--- config.mk ---
export PLATFORM = sky130hd
export DESIGN_NAME = dhcp_top
export DESIGN_NICKNAME = d
export VERILOG_FILES = /design/src/dhcp_pkg.sv /design/src/dhcp_if.sv /design/src/dhcp_core.sv /design/src/dhcp_rx.sv /design/src/dhcp_top.sv /design/src/dhcp_tx.sv
export SDC_FILE = /design/constraint.sdc
export NUM_CORES = 1
export LEC_CHECK = 0
export BUFFER_PORTS_ARGS = -buffer_cell sky130_fd_sc_hd__buf_2
export CAP_MARGIN = 20
export CORE_MARGIN = 1.5
export CORE_UTILIZATION = 27
export CTS_BUF_LIST = sky130_fd_sc_hd__clkbuf_8
export DETAILED_ROUTE_END_ITERATION = 10
export GPL_TIMING_DRIVEN = 1
export PLACE_DENSITY_LB_ADDON = 0.3
export SYNTH_ARGS = -nofsm -noshare
export SYNTH_HDL_FRONTEND = slang
export SYNTH_SLANG_ARGS = --single-unit
--- constraint.sdc ---
create_clock -name clk -period 7.5 [get_ports clk]
set_input_delay 1.5 -clock clk [delete_from_list [all_inputs] [get_ports clk]]
set_output_delay 1.5 -clock clk [all_outputs]
set_load 0.03 [all_outputs]
--- src/dhcp_pkg.sv ---
package dhcp_pkg;

  typedef logic [31:0] ipv4_t;
  typedef logic [47:0] mac_t;

  // udp source port of the server
  localparam logic [15:0] DHCP_SRV_PORT = 16'd67;

  // fixed bootp header, cookie follows right after
  localparam int DHCP_HDR_LEN   = 236;
  localparam int DHCP_OPT_START = DHCP_HDR_LEN + 4; // first option byte

  localparam logic [31:0] DHCP_COOKIE = 32'h63825363;

  localparam logic [7:0] DHCP_OPT_PAD        = 8'd0;
  localparam logic [7:0] DHCP_OPT_REQ_ADDR   = 8'd50;
  localparam logic [7:0] DHCP_OPT_LEASE_TIME = 8'd51;
  localparam logic [7:0] DHCP_OPT_MSG_TYPE   = 8'd53;
  localparam logic [7:0] DHCP_OPT_SERVER_ID  = 8'd54;
  localparam logic [7:0] DHCP_OPT_END        = 8'd255;

  // header + cookie + type option + end
  localparam logic [15:0] DHCP_DISCOVER_LEN = 16'd244;
  // adds requested address and server id options
  localparam logic [15:0] DHCP_REQUEST_LEN  = 16'd256;

  localparam int DHCP_TIMEOUT_CYCLES = 4000;
  localparam int DHCP_TIMER_W        = $clog2(DHCP_TIMEOUT_CYCLES + 1);

  typedef enum logic [7:0] {
    DHCP_DISCOVER = 8'd1,
    DHCP_OFFER    = 8'd2,
    DHCP_REQUEST  = 8'd3,
    DHCP_ACK      = 8'd5
  } dhcp_msg_t;

  typedef enum logic [2:0] {
    idle_s,
    discover_s,
    offer_wait_s,
    request_s,
    ack_wait_s,
    bound_s
  } dhcp_state_t;

  // phase of the option currently being parsed
  typedef enum logic [1:0] {
    opt_kind,
    opt_len,
    opt_data
  } opt_field_t;

endpackage

--- src/dhcp_if.sv ---
`timescale 1ns/1ns

interface dhcp_msg_if;
  logic                val;
  dhcp_pkg::dhcp_msg_t msg_type;
  logic [31:0]         xid;
  dhcp_pkg::ipv4_t     yiaddr;
  dhcp_pkg::ipv4_t     server_id;
  logic [31:0]         lease_time;

  modport rx   (output val, msg_type, xid, yiaddr, server_id, lease_time);
  modport core (input  val, msg_type, xid, yiaddr, server_id, lease_time);
endinterface

interface dhcp_req_if;
  logic                send;
  dhcp_pkg::dhcp_msg_t msg_type;
  logic [31:0]         xid;
  dhcp_pkg::ipv4_t     req_addr;
  dhcp_pkg::ipv4_t     server_id;
  logic                busy;

  modport core (output send, msg_type, xid, req_addr, server_id, input busy);
  modport tx   (input  send, msg_type, xid, req_addr, server_id, output busy);
endinterface

--- src/dhcp_core.sv ---
`timescale 1ns/1ns

module dhcp_core (
  input  logic            clk,
  input  logic            fsm_rst,
  input  logic            addr_req,
  dhcp_msg_if.core        msg,
  dhcp_req_if.core        req,
  output dhcp_pkg::ipv4_t ipv4_addr,
  output logic            ipv4_addr_val,
  output logic [31:0]     lease_time,
  output logic            ipv4_addr_timeout
);

  dhcp_pkg::dhcp_state_t           state;
  logic                            addr_req_d;
  logic                            req_rise;
  logic [31:0]                     xid_cnt;
  logic [31:0]                     xid_q;
  logic [dhcp_pkg::DHCP_TIMER_W-1:0] timer;
  logic                            timer_done;
  logic                            start;
  logic                            offer_hit;
  logic                            ack_hit;

  assign req_rise   = addr_req && !addr_req_d;
  assign start      = req_rise && (state == dhcp_pkg::idle_s || state == dhcp_pkg::bound_s);
  assign timer_done = (timer == dhcp_pkg::DHCP_TIMEOUT_CYCLES - 1);
  assign offer_hit  = (state == dhcp_pkg::offer_wait_s) && msg.val && (msg.xid == xid_q) &&
                      (msg.msg_type == dhcp_pkg::DHCP_OFFER);
  assign ack_hit    = (state == dhcp_pkg::ack_wait_s) && msg.val && (msg.xid == xid_q) &&
                      (msg.msg_type == dhcp_pkg::DHCP_ACK);

  assign req.send = ((state == dhcp_pkg::discover_s) || (state == dhcp_pkg::request_s)) &&
                    !req.busy;
  assign req.xid  = xid_q;

  always_ff @(posedge clk) begin
    if (fsm_rst) begin
      state             <= dhcp_pkg::idle_s;
      addr_req_d        <= 1'b0;
      xid_cnt           <= 32'd0;
      timer             <= '0;
      ipv4_addr_val     <= 1'b0;
      ipv4_addr_timeout <= 1'b0;
    end else begin
      addr_req_d        <= addr_req;
      xid_cnt           <= xid_cnt + 32'd1; // free running, sampled as xid
      ipv4_addr_timeout <= 1'b0;
      case (state)
        dhcp_pkg::idle_s, dhcp_pkg::bound_s: begin
          if (start) begin
            state         <= dhcp_pkg::discover_s;
            ipv4_addr_val <= 1'b0;
          end
        end
        dhcp_pkg::discover_s, dhcp_pkg::request_s: begin
          if (!req.busy) begin // wait for the builder to go idle
            timer <= 1; // counts cycles since send
            state <= (state == dhcp_pkg::discover_s) ? dhcp_pkg::offer_wait_s
                                                     : dhcp_pkg::ack_wait_s;
          end
        end
        dhcp_pkg::offer_wait_s, dhcp_pkg::ack_wait_s: begin
          timer <= timer + 1'b1;
          if (offer_hit) state <= dhcp_pkg::request_s;
          else if (ack_hit) begin
            state         <= dhcp_pkg::bound_s;
            ipv4_addr_val <= 1'b1;
          end else if (timer_done) begin
            state             <= dhcp_pkg::idle_s;
            ipv4_addr_timeout <= 1'b1;
          end
        end
        default: state <= dhcp_pkg::idle_s;
      endcase
    end
  end

  always_ff @(posedge clk) begin
    if (start) begin
      xid_q        <= xid_cnt;
      req.msg_type <= dhcp_pkg::DHCP_DISCOVER;
    end
    if (offer_hit) begin // offered lease goes into the REQUEST
      req.req_addr  <= msg.yiaddr;
      req.server_id <= msg.server_id;
      req.msg_type  <= dhcp_pkg::DHCP_REQUEST;
    end
    if (ack_hit) begin
      ipv4_addr  <= msg.yiaddr;
      lease_time <= msg.lease_time;
    end
  end

  a_val_timeout_excl : assert property (@(posedge clk) disable iff (fsm_rst)
    !(ipv4_addr_val && ipv4_addr_timeout));

endmodule

--- src/dhcp_rx.sv ---
`timescale 1ns/1ns

module dhcp_rx (
  input  logic        clk,
  input  logic        fsm_rst,
  input  logic [7:0]  d,
  input  logic        v,
  input  logic        sof,
  input  logic        eof,
  input  logic [15:0] src_port,
  dhcp_msg_if.rx      msg
);

  logic                 receiving;
  logic                 active;
  logic [15:0]          byte_cnt;
  logic [15:0]          idx;
  logic [7:0]           op;
  logic [31:0]          cookie;
  logic [7:0]           type_raw;
  dhcp_pkg::opt_field_t opt_st;
  logic [7:0]           opt_code;
  logic [7:0]           opt_left;
  logic [23:0]          opt_sh;
  logic                 end_seen;
  logic                 opt_byte;
  logic                 end_now;

  assign active   = sof ? (src_port == dhcp_pkg::DHCP_SRV_PORT) : receiving;
  assign idx      = sof ? 16'd0 : byte_cnt; // position of the current byte
  assign opt_byte = active && v && !end_seen && (idx >= dhcp_pkg::DHCP_OPT_START);
  // end option may sit on the eof byte itself
  assign end_now  = end_seen || (opt_byte && opt_st == dhcp_pkg::opt_kind &&
                                 d == dhcp_pkg::DHCP_OPT_END);

  assign msg.msg_type = dhcp_pkg::dhcp_msg_t'(type_raw);

  always_ff @(posedge clk) begin
    if (fsm_rst) begin
      receiving <= 1'b0;
      byte_cnt  <= 16'd0;
      opt_st    <= dhcp_pkg::opt_kind;
      end_seen  <= 1'b0;
      msg.val   <= 1'b0;
    end else begin
      msg.val <= 1'b0;
      if (sof) begin
        receiving <= (src_port == dhcp_pkg::DHCP_SRV_PORT); // port filter
        byte_cnt  <= 16'd0;
        opt_st    <= dhcp_pkg::opt_kind;
        end_seen  <= 1'b0;
      end
      if (active && v) byte_cnt <= idx + 16'd1;
      if (opt_byte) begin
        case (opt_st)
          dhcp_pkg::opt_kind: begin
            if (d == dhcp_pkg::DHCP_OPT_END) end_seen <= 1'b1;
            else if (d != dhcp_pkg::DHCP_OPT_PAD) opt_st <= dhcp_pkg::opt_len;
          end
          dhcp_pkg::opt_len:  opt_st <= (d == 8'd0) ? dhcp_pkg::opt_kind : dhcp_pkg::opt_data;
          dhcp_pkg::opt_data: if (opt_left == 8'd1) opt_st <= dhcp_pkg::opt_kind;
          default:            opt_st <= dhcp_pkg::opt_kind;
        endcase
      end
      if (active && v && eof) begin
        receiving <= 1'b0;
        msg.val   <= (op == 8'd2) && (cookie == dhcp_pkg::DHCP_COOKIE) && end_now &&
                     (idx >= dhcp_pkg::DHCP_OPT_START);
      end
    end
  end

  always_ff @(posedge clk) begin
    if (sof) type_raw <= 8'd0; // no type option means no valid type
    if (active && v) begin
      if (idx == 16'd0) op <= d;
      if (idx >= 16'd4 && idx <= 16'd7) msg.xid <= {msg.xid[23:0], d};
      if (idx >= 16'd16 && idx <= 16'd19) msg.yiaddr <= {msg.yiaddr[23:0], d};
      if (idx >= dhcp_pkg::DHCP_HDR_LEN && idx < dhcp_pkg::DHCP_OPT_START)
        cookie <= {cookie[23:0], d};
    end
    if (opt_byte) begin
      case (opt_st)
        dhcp_pkg::opt_kind: opt_code <= d;
        dhcp_pkg::opt_len:  opt_left <= d;
        dhcp_pkg::opt_data: begin
          opt_left <= opt_left - 8'd1;
          opt_sh   <= {opt_sh[15:0], d};
          if (opt_left == 8'd1) begin // last data byte of the option
            case (opt_code)
              dhcp_pkg::DHCP_OPT_MSG_TYPE:   type_raw       <= d;
              dhcp_pkg::DHCP_OPT_SERVER_ID:  msg.server_id  <= {opt_sh, d};
              dhcp_pkg::DHCP_OPT_LEASE_TIME: msg.lease_time <= {opt_sh, d};
              default: ; // unknown option, data skipped
            endcase
          end
        end
        default: ;
      endcase
    end
  end

  a_sof_eof_apart : assert property (@(posedge clk) disable iff (fsm_rst) !(sof && eof));

endmodule

--- src/dhcp_top.sv ---
`timescale 1ns/1ns

module dhcp_top (
  input  logic            clk,
  input  logic            fsm_rst,
  input  logic [7:0]      rx_d,
  input  logic            rx_v,
  input  logic            rx_sof,
  input  logic            rx_eof,
  input  logic [15:0]     rx_src_port,
  output logic [7:0]      tx_d,
  output logic            tx_v,
  output logic            tx_sof,
  output logic            tx_eof,
  output logic [15:0]     tx_len,
  input  dhcp_pkg::mac_t  mac_addr,
  input  logic            addr_req,
  output dhcp_pkg::ipv4_t ipv4_addr,
  output logic            ipv4_addr_val,
  output logic [31:0]     lease_time,
  output logic            ipv4_addr_timeout
);

  dhcp_msg_if msg_if ();
  dhcp_req_if req_if ();

  dhcp_rx dhcp_rx_i (
    .clk      (clk),
    .fsm_rst  (fsm_rst),
    .d        (rx_d),
    .v        (rx_v),
    .sof      (rx_sof),
    .eof      (rx_eof),
    .src_port (rx_src_port),
    .msg      (msg_if.rx)
  );

  dhcp_tx dhcp_tx_i (
    .clk      (clk),
    .fsm_rst  (fsm_rst),
    .mac_addr (mac_addr),
    .req      (req_if.tx),
    .d        (tx_d),
    .v        (tx_v),
    .sof      (tx_sof),
    .eof      (tx_eof),
    .len      (tx_len)
  );

  dhcp_core dhcp_core_i (
    .clk               (clk),
    .fsm_rst           (fsm_rst),
    .addr_req          (addr_req),
    .msg               (msg_if.core),
    .req               (req_if.core),
    .ipv4_addr         (ipv4_addr),
    .ipv4_addr_val     (ipv4_addr_val),
    .lease_time        (lease_time),
    .ipv4_addr_timeout (ipv4_addr_timeout)
  );

endmodule

--- src/dhcp_tx.sv ---
`timescale 1ns/1ns

module dhcp_tx (
  input  logic           clk,
  input  logic           fsm_rst,
  input  dhcp_pkg::mac_t mac_addr,
  dhcp_req_if.tx         req,
  output logic [7:0]     d,
  output logic           v,
  output logic           sof,
  output logic           eof,
  output logic [15:0]    len
);

  logic                busy;
  logic [15:0]         idx;
  logic [15:0]         opt_idx;
  logic [15:0]         len_q;
  dhcp_pkg::dhcp_msg_t type_q;
  logic                is_req;
  logic [31:0]         xid_q;
  dhcp_pkg::ipv4_t     addr_q;
  dhcp_pkg::ipv4_t     srv_q;

  // big endian byte k of a 32-bit word
  function automatic logic [7:0] word_byte(input logic [31:0] w, input logic [15:0] k);
    word_byte = w[8 * (3 - k[1:0]) +: 8];
  endfunction

  function automatic logic [7:0] mac_byte(input dhcp_pkg::mac_t m, input logic [15:0] k);
    mac_byte = m[8 * (5 - int'(k[2:0])) +: 8];
  endfunction

  always_ff @(posedge clk) begin
    if (fsm_rst) begin
      busy <= 1'b0;
      idx  <= 16'd0;
    end else if (req.send) begin
      busy <= 1'b1;
      idx  <= 16'd0;
    end else if (busy) begin
      idx <= idx + 16'd1;
      if (eof) busy <= 1'b0;
    end
  end

  always_ff @(posedge clk) begin
    if (req.send) begin
      type_q <= req.msg_type;
      len_q  <= (req.msg_type == dhcp_pkg::DHCP_REQUEST) ? dhcp_pkg::DHCP_REQUEST_LEN
                                                          : dhcp_pkg::DHCP_DISCOVER_LEN;
      xid_q  <= req.xid;
      addr_q <= req.req_addr;
      srv_q  <= req.server_id;
    end
  end

  assign is_req   = (type_q == dhcp_pkg::DHCP_REQUEST);
  assign opt_idx  = idx - 16'(dhcp_pkg::DHCP_OPT_START);
  assign v        = busy;
  assign sof      = busy && (idx == 16'd0);
  assign eof      = busy && (idx == len_q - 16'd1);
  assign len      = len_q;
  assign req.busy = busy;

  always_comb begin
    d = 8'h00; // unused header fields stay zero
    if (idx == 16'd0 || idx == 16'd1) d = 8'd1; // op request, htype ethernet
    else if (idx == 16'd2) d = 8'd6; // hlen
    else if (idx >= 16'd4 && idx <= 16'd7) d = word_byte(xid_q, idx - 16'd4);
    else if (idx >= 16'd28 && idx <= 16'd33) d = mac_byte(mac_addr, idx - 16'd28);
    else if (idx >= dhcp_pkg::DHCP_HDR_LEN && idx < dhcp_pkg::DHCP_OPT_START)
      d = word_byte(dhcp_pkg::DHCP_COOKIE, idx - 16'(dhcp_pkg::DHCP_HDR_LEN));
    else if (opt_idx == 16'd0) d = dhcp_pkg::DHCP_OPT_MSG_TYPE;
    else if (opt_idx == 16'd1) d = 8'd1;
    else if (opt_idx == 16'd2) d = type_q;
    else if (idx == len_q - 16'd1) d = dhcp_pkg::DHCP_OPT_END;
    else if (is_req && opt_idx == 16'd3) d = dhcp_pkg::DHCP_OPT_REQ_ADDR;
    else if (is_req && (opt_idx == 16'd4 || opt_idx == 16'd10)) d = 8'd4;
    else if (is_req && opt_idx >= 16'd5 && opt_idx <= 16'd8)
      d = word_byte(addr_q, opt_idx - 16'd5);
    else if (is_req && opt_idx == 16'd9) d = dhcp_pkg::DHCP_OPT_SERVER_ID;
    else if (is_req && opt_idx >= 16'd11 && opt_idx <= 16'd14)
      d = word_byte(srv_q, opt_idx - 16'd11);
  end

  a_no_send_busy : assert property (@(posedge clk) disable iff (fsm_rst) req.send |-> !busy);

endmodule

# Word-level counts from Yosys, hierarchy flattened
# Cells that the tools add are included.
# totals
input_bits	78
output_inout_bits	93
word_cells	230
romBits	0
latch_bits	0
reg_bits	578
ram_bits	0
memories	0
# classes
n_lt_le_gt_ge	17
reduce_logical	70
n_div	0
mul	0
eq_ne	33
n_mux	52
add_sub_neg	17
bitwise_logic	2
shift	5
# op_table
operator	count
8-bit 2-to-1 mux	19
32-bit by 33-bit indexed part select with 8-bit output	3
16-bit by 2-bit == test with 1-bit output, second input constant	3
16-bit by 3-bit >= comparator with 1-bit output, second input constant	3
16-bit by 8-bit >= comparator with 1-bit output, second input constant	3
16-bit zero test	3
48-bit by 32-bit indexed part select with 8-bit output	1
1-bit logical AND	33
32-bit by 33-bit indexed part select with 8-bit output, first input constant	1
16-bit by 1-bit adder with 16-bit output, second input constant	2
32-bit by 1-bit adder with 32-bit output, second input constant	1
16-bit by 1-bit == test with 1-bit output, second input constant	2
16-bit by 4-bit == test with 1-bit output, second input constant	2
32-bit by 31-bit == test with 1-bit output, second input constant	1
32-bit == test	1
16-bit by 5-bit >= comparator with 1-bit output, second input constant	2
16-bit by 3-bit less-or-equal comparator with 1-bit output, second input constant	2
16-bit by 4-bit less-or-equal comparator with 1-bit output, second input constant	2
16-bit by 8-bit < comparator with 1-bit output, second input constant	2
16-bit 2-to-1 mux	2
8-bit by 6-bit == test with 1-bit output, second input constant	3
12-bit one-hot mux with 2 select lines	1
3-bit 2-to-1 mux	6
16-bit == test	1
48 further kinds	97

# Depth between registers and ports, before layout
# depth
depth_word	18
ltp_mapped	14
depth_no_buf	11

# By module
# A second synthesis with hierarchy kept.
# unflattened
hier_cells	1448
hier_area_um2	22113.7
# modules_own_cells
module	instances	area_each_um2	seq_area_each_um2	cells_per_inst
dhcp_rx	1	8272.9	6826.5	463
dhcp_core	1	7621.1	5825.6	505
dhcp_tx	1	6219.7	3523.4	480

# Least setup slack after synthesis
# No wires, ideal clock.
# synth_timing
path_kind	in2reg
start	input rx_src_port[5]
end	register dhcp_rx_i.msg.yiaddr[0] (enable)
cell_stages	7
t_required_ns	6.987
path_slack_ns	0.739
arrival_ns	6.248
n_path_buf	0
setup_ns	0.513
path_cell_list	or4b_1 nor4_2 a32oi_1 nand2b_1 nor2_1 o21ai_0 nor4b_1
# synth_between
elab_chain_cells	4
# synth_rtl
item	line_no	text
start, declared	dhcp_top.sv:10	input logic [15:0] rx_src_port,
16-bit by 7-bit == test with 1-bit output	dhcp_rx.sv:29	assign active = sof ? (src_port == dhcp_pkg::DHCP_SRV_PORT) : receiving;
1-bit 2-to-1 mux	dhcp_rx.sv:29	
1-bit logical AND	dhcp_rx.sv:75	if (active && v) begin
2-bit AND reduction (no source line)	-	
end signal, assigned	dhcp_rx.sv:78	if (idx >= 16'd16 && idx <= 16'd19) msg.yiaddr <= {msg.yiaddr[23:0], d};
end, declared	dhcp_if.sv:11	modport rx (output val, msg_type, xid, yiaddr, server_id, lease_time);
# Every way passes these cells.
# A chain may end at the register's enable or synchronous reset.

# Worst setup path in the final report
# layout_timing
start	register dhcp_tx_i.idx[1]
end	output tx_d[1]
# layout_between
elab_chain_cells	18
word_cells_on_any_way	63
classes_between	add/sub (11); order compare (10); eq/ne (9); shift (5); mux (14); reduce/logical (14)
# layout_rtl
item	line_no	text
start, declared	dhcp_tx.sv:16	logic [15:0] idx;
start signal, assigned	dhcp_tx.sv:42	idx <= idx + 16'd1;
16-bit by 8-bit subtractor with 16-bit output	dhcp_tx.sv:59	assign opt_idx = idx - 16'(dhcp_pkg::DHCP_OPT_START);
2-bit subtractor or 16-bit by 4-bit >= comparator with 1-bit output (tied branches)	dhcp_tx.sv:84, dhcp_tx.sv:83	
2-bit by 2-bit subtractor with 3-bit output or 1-bit logical AND (tied branches)	dhcp_tx.sv:27, dhcp_tx.sv:83	
32-bit by 33-bit indexed part select with 8-bit output or 1-bit logical AND (tied branches)	dhcp_tx.sv:27, dhcp_tx.sv:83	
8-bit 2-to-1 mux	dhcp_tx.sv:83	else if (is_req && opt_idx >= 16'd11 && opt_idx <= 16'd14)
8-bit 2-to-1 mux	dhcp_tx.sv:82	else if (is_req && opt_idx == 16'd9) d = dhcp_pkg::DHCP_OPT_SERVER_ID;
8-bit 2-to-1 mux	dhcp_tx.sv:80	else if (is_req && opt_idx >= 16'd5 && opt_idx <= 16'd8)
8-bit 2-to-1 mux	dhcp_tx.sv:79	else if (is_req && (opt_idx == 16'd4 || opt_idx == 16'd10)) d = 8'd4;
[2 not listed]	-	
8-bit 2-to-1 mux	dhcp_tx.sv:76	else if (opt_idx == 16'd2) d = type_q;
8-bit 2-to-1 mux	dhcp_tx.sv:75	else if (opt_idx == 16'd1) d = 8'd1;
8-bit 2-to-1 mux	dhcp_tx.sv:74	else if (opt_idx == 16'd0) d = dhcp_pkg::DHCP_OPT_MSG_TYPE;
8-bit 2-to-1 mux	dhcp_tx.sv:72	else if (idx >= dhcp_pkg::DHCP_HDR_LEN && idx < dhcp_pkg::DHCP_OPT_START)
8-bit 2-to-1 mux	dhcp_tx.sv:71	else if (idx >= 16'd28 && idx <= 16'd33) d = mac_byte(mac_addr, idx - 16'd28);
8-bit 2-to-1 mux	dhcp_tx.sv:70	else if (idx >= 16'd4 && idx <= 16'd7) d = word_byte(xid_q, idx - 16'd4);
8-bit 2-to-1 mux	dhcp_tx.sv:69	else if (idx == 16'd2) d = 8'd6;
8-bit 2-to-1 mux *	dhcp_tx.sv:68	if (idx == 16'd0 || idx == 16'd1) d = 8'd1;
end, declared	dhcp_top.sv:11	output logic [7:0] tx_d,
# Mark *: on every way between the ends. The rest lies on a longest branch, timed or not.

==> impl_metrics.json <==
{
  "status": "completed",
  "synthDistinctLibCells": 73,
  "fin_crit_sh_pct": 78.5,
  "grt_setup_unrepaired": "no",
  "drt_pass1_iterations": 5,
  "power.density_mw_per_mm2": 255,
  "port_buffers": 160,
  "worst_slew_pin_slew_ps": 981,
  "cts_resized": 0,
  "drc": 0,
  "synth_edf_count": 466,
  "grt_util_all_layers_pct": 12.2,
  "r2r_cells": 6,
  "min_delay_worst_endpoint": "dhcp_tx_i.addr_q[25]",
  "nets": 1724,
  "hold_viol_final": 0,
  "finalMaxSlewViolations": 0,
  "post_drt_wl_per_cell_um": 18.4,
  "fin_hold_ws_ps": 413,
  "grt_pass1_vias": 12566,
  "cts.sinks": 563,
  "setup_violations": 0,
  "grt_pass1_wl_um": 76400,
  "grt_overflow": 0,
  "gp_congestion": 0.880,
  "syn-cell-area_mm2": 0.0217,
  "min_from": "dhcp_core_i.req.req_addr[25]",
  "min_path_cells": 0,
  "clock_skew_ps": 27.6,
  "slew_headroom_pct": 34.6,
  "dp_hpwl_um": 34600,
  "drive_gt1_share_pct": 21.4,
  "layout_common_cells": "edfxtp_1, buf_2, nor2_1",
  "min_path_type": "register to register",
  "ys_warn_count": 0,
  "io_pins": 171,
  "std_cell_rows": 103,
  "numCtsBuffers": 92,
  "critPathLaunchType": "register",
  "utilization_pct": 32.2,
  "crit_required_ps": 6000,
  "area_growth_pct": 17.4,
  "drtIter0Drc": 824,
  "cts_buffer_depth": 3,
  "synth_seq_area_share_pct": 73.3,
  "ir_drop_v": 0.000142,
  "clock-root-buffer": "clkbuf_8",
  "antenna_found_initial": 4,
  "crit_fanout": 16,
  "fillers": 7786,
  "dieArea_mm2": 0.0822,
  "grt_max_degree": 67,
  "final_common_cell": "edfxtp_1",
  "fin_cells": 2747,
  "cts_hold_repair.buffers": 0,
  "fin_setup_tns_ps": 0,
  "start_util_pct": 27.4,
  "routed_wl_um": 50600,
  "postCtsSetupBuffers": 0,
  "end_kind": "primary output",
  "htreeDepth": 3,
  "post_drt_via_cell_ratio": 4.45,
  "ant_nets": 0,
  "max_freq_ghz": 0.170,
  "crit_arrival_ps": 4390,
  "cap_violations": 0,
  "synth-async-reset-ratio_pct": 0,
  "synth.avg_cell_area_um2": 15.5,
  "power_leakage_nw": 8.48,
  "ys_ff_latch": 563,
  "synth_ff_type": "edfxtp_1",
  "rr_endpoint": "dhcp_core_i.req.req_addr[28]",
  "cts_tree": "yes",
  "clkTransAtPathRegs_ps": 60,
  "die_h_um": 287,
  "critPathKind": "register to primary output",
  "power_w": 0.00651,
  "dp.cells": 2575,
  "layout_min_cycle_time_ps": 5890,
  "syn_inst": 1402,
  "via_count": 12230,
  "die_w_um": 287,
  "clock_latency_ps": 670,
  "timing.rr.start": "dhcp_core_i.state[0]",
  "core_mm2": 0.0794,
  "r2r_setup_slack_ps": 4260
}
## per-stage QoR
step	cell area, um^2	setup slack (ps)
after floorplan	21800	739
after global placement	23700	2250
after detailed placement	23700	2250
after CTS	25500	1500
after global routing	25500	1190
final	25500	1610
## layout make-up
type	instances	area (um^2)	area share, %
flip-flops and latches	563	15900	62.4
multi-input cells	764	5500	21.5
well taps	1050	1310	5.15
clock buffers	95	1310	5.12
repair buffers	175	931	3.65
clock inverters	75	447	1.75
inverters	24	90.1	0.353
diodes	1	2.50	0.00980
## worst max-delay path, stage by stage (launching register included)
cell and delay (ps):
dfxtp_1 790, clkinv_1 600, ha_1 510, inv_1 100, a211o_1 120, o22ai_1 70
buf_4 180, nor3b_1 140, a2111oi_0 670, a211oi_1 130, nor2_1 190, buf_2 220
## cells by family after synthesis
group	Yosys count	share of synthesized area, %
AO/OA/AOI/OAI	128	3.89
other	1	0.0173
XOR/XNOR	102	4.11
flip-flops	563	73.3
adder cells (fa/ha/maj)	26	1.50
buffers and inverters	84	1.77
multiplexers	57	4.51
AND/OR/NAND/NOR	441	10.9
## power by group
group / total (W) / switching, W / internal [W]
clock: 0.00251 / 0.00121 / 0.00130
sequential: 0.00359 / 0.0000877 / 0.00350
combinational: 0.000417 / 0.000257 / 0.000161
total: 0.00651 / 0.00155 / 0.00496
## per-layer routing
metal | global-route usage (%) | share of wire (%) | vias to the layer above | wire, um
met5 | 0 | 0 | - | 0
met4 | 4.32 | 1.9 | 0 | 959
met3 | 2.43 | 5.2 | 64 | 2650
met2 | 19.3 | 46 | 354 | 23300
met1 | 16.8 | 47 | 6077 | 23700
li1 | - | - | 5735 | -
## Yosys cell counts (3+ instances only)
cell	instances	area share [%]
nor3b_1	11	0.38
nor4_1	15	0.43
clkbuf_1	32	0.55
a32oi_1	3	0.12
a41oi_1	3	0.12
and2_1	9	0.26
a211oi_1	11	0.38
or3_1	11	0.32
xor2_1	43	1.7
buf_1	5	0.086
xnor2_1	59	2.4
mux2_2	7	0.36
dfxtp_1	97	8.9
nor2_1	128	2.2
and3_1	13	0.37
nor2b_1	22	0.63
nand3b_1	6	0.21
nand4_1	35	1.0
and4_1	5	0.20
o21ai_0	34	0.78
nand4b_1	5	0.20
ha_1	26	1.5
inv_1	22	0.38
nor4bb_1	3	0.14
a21o_1	5	0.17
buf_4	16	0.55
a31oi_1	3	0.086
nor3_1	23	0.53
nand2b_1	13	0.37
edfxtp_1	466	64
a22oi_1	3	0.10
o31ai_1	4	0.14
nand2_1	67	1.2
nand3_1	46	1.1
a211o_1	4	0.16
nor4b_1	9	0.36
mux2i_1	18	0.83
or4_1	3	0.10
a21oi_1	36	0.83
buf_2	7	0.16
mux4_2	32	3.3
## how the worst max path moves through the flow
stage | slack [ps] | startpoint | cells past startpoint | end
2_1_floorplan | 740 | rx_src_port[5] | 7 | dhcp_rx_i.msg.yiaddr[0]
3_3_place_gp | 2250 | dhcp_tx_i.idx[1] | 11 | tx_d[1]
3_5_place_dp | 2250 | dhcp_tx_i.idx[1] | 11 | tx_d[1]
4_1_cts | 1500 | dhcp_tx_i.idx[1] | 11 | tx_d[1]
5_1_grt | 1190 | dhcp_tx_i.idx[1] | 11 | tx_d[1]
6_report | 1610 | dhcp_tx_i.idx[1] | 11 | tx_d[1]
## registers in the layout (all words and copies together), names as in the netlist, 12 cells and up
register                   cells
dhcp_core_i.ipv4_addr         32
dhcp_core_i.lease_time        32
dhcp_core_i.req.req_addr      32
dhcp_core_i.req.server_id     32
dhcp_core_i.req.xid           32
dhcp_core_i.timer             12
dhcp_core_i.xid_cnt           32
dhcp_rx_i.byte_cnt            16
dhcp_rx_i.cookie              32
dhcp_rx_i.msg.lease_time      32
dhcp_rx_i.msg.server_id       32
dhcp_rx_i.msg.xid             32
dhcp_rx_i.msg.yiaddr          32
dhcp_rx_i.opt_sh              24
dhcp_tx_i.addr_q              32
dhcp_tx_i.idx                 16
dhcp_tx_i.srv_q               32
dhcp_tx_i.xid_q               32
No activity file was read; power rests on OpenSTA's default activity.
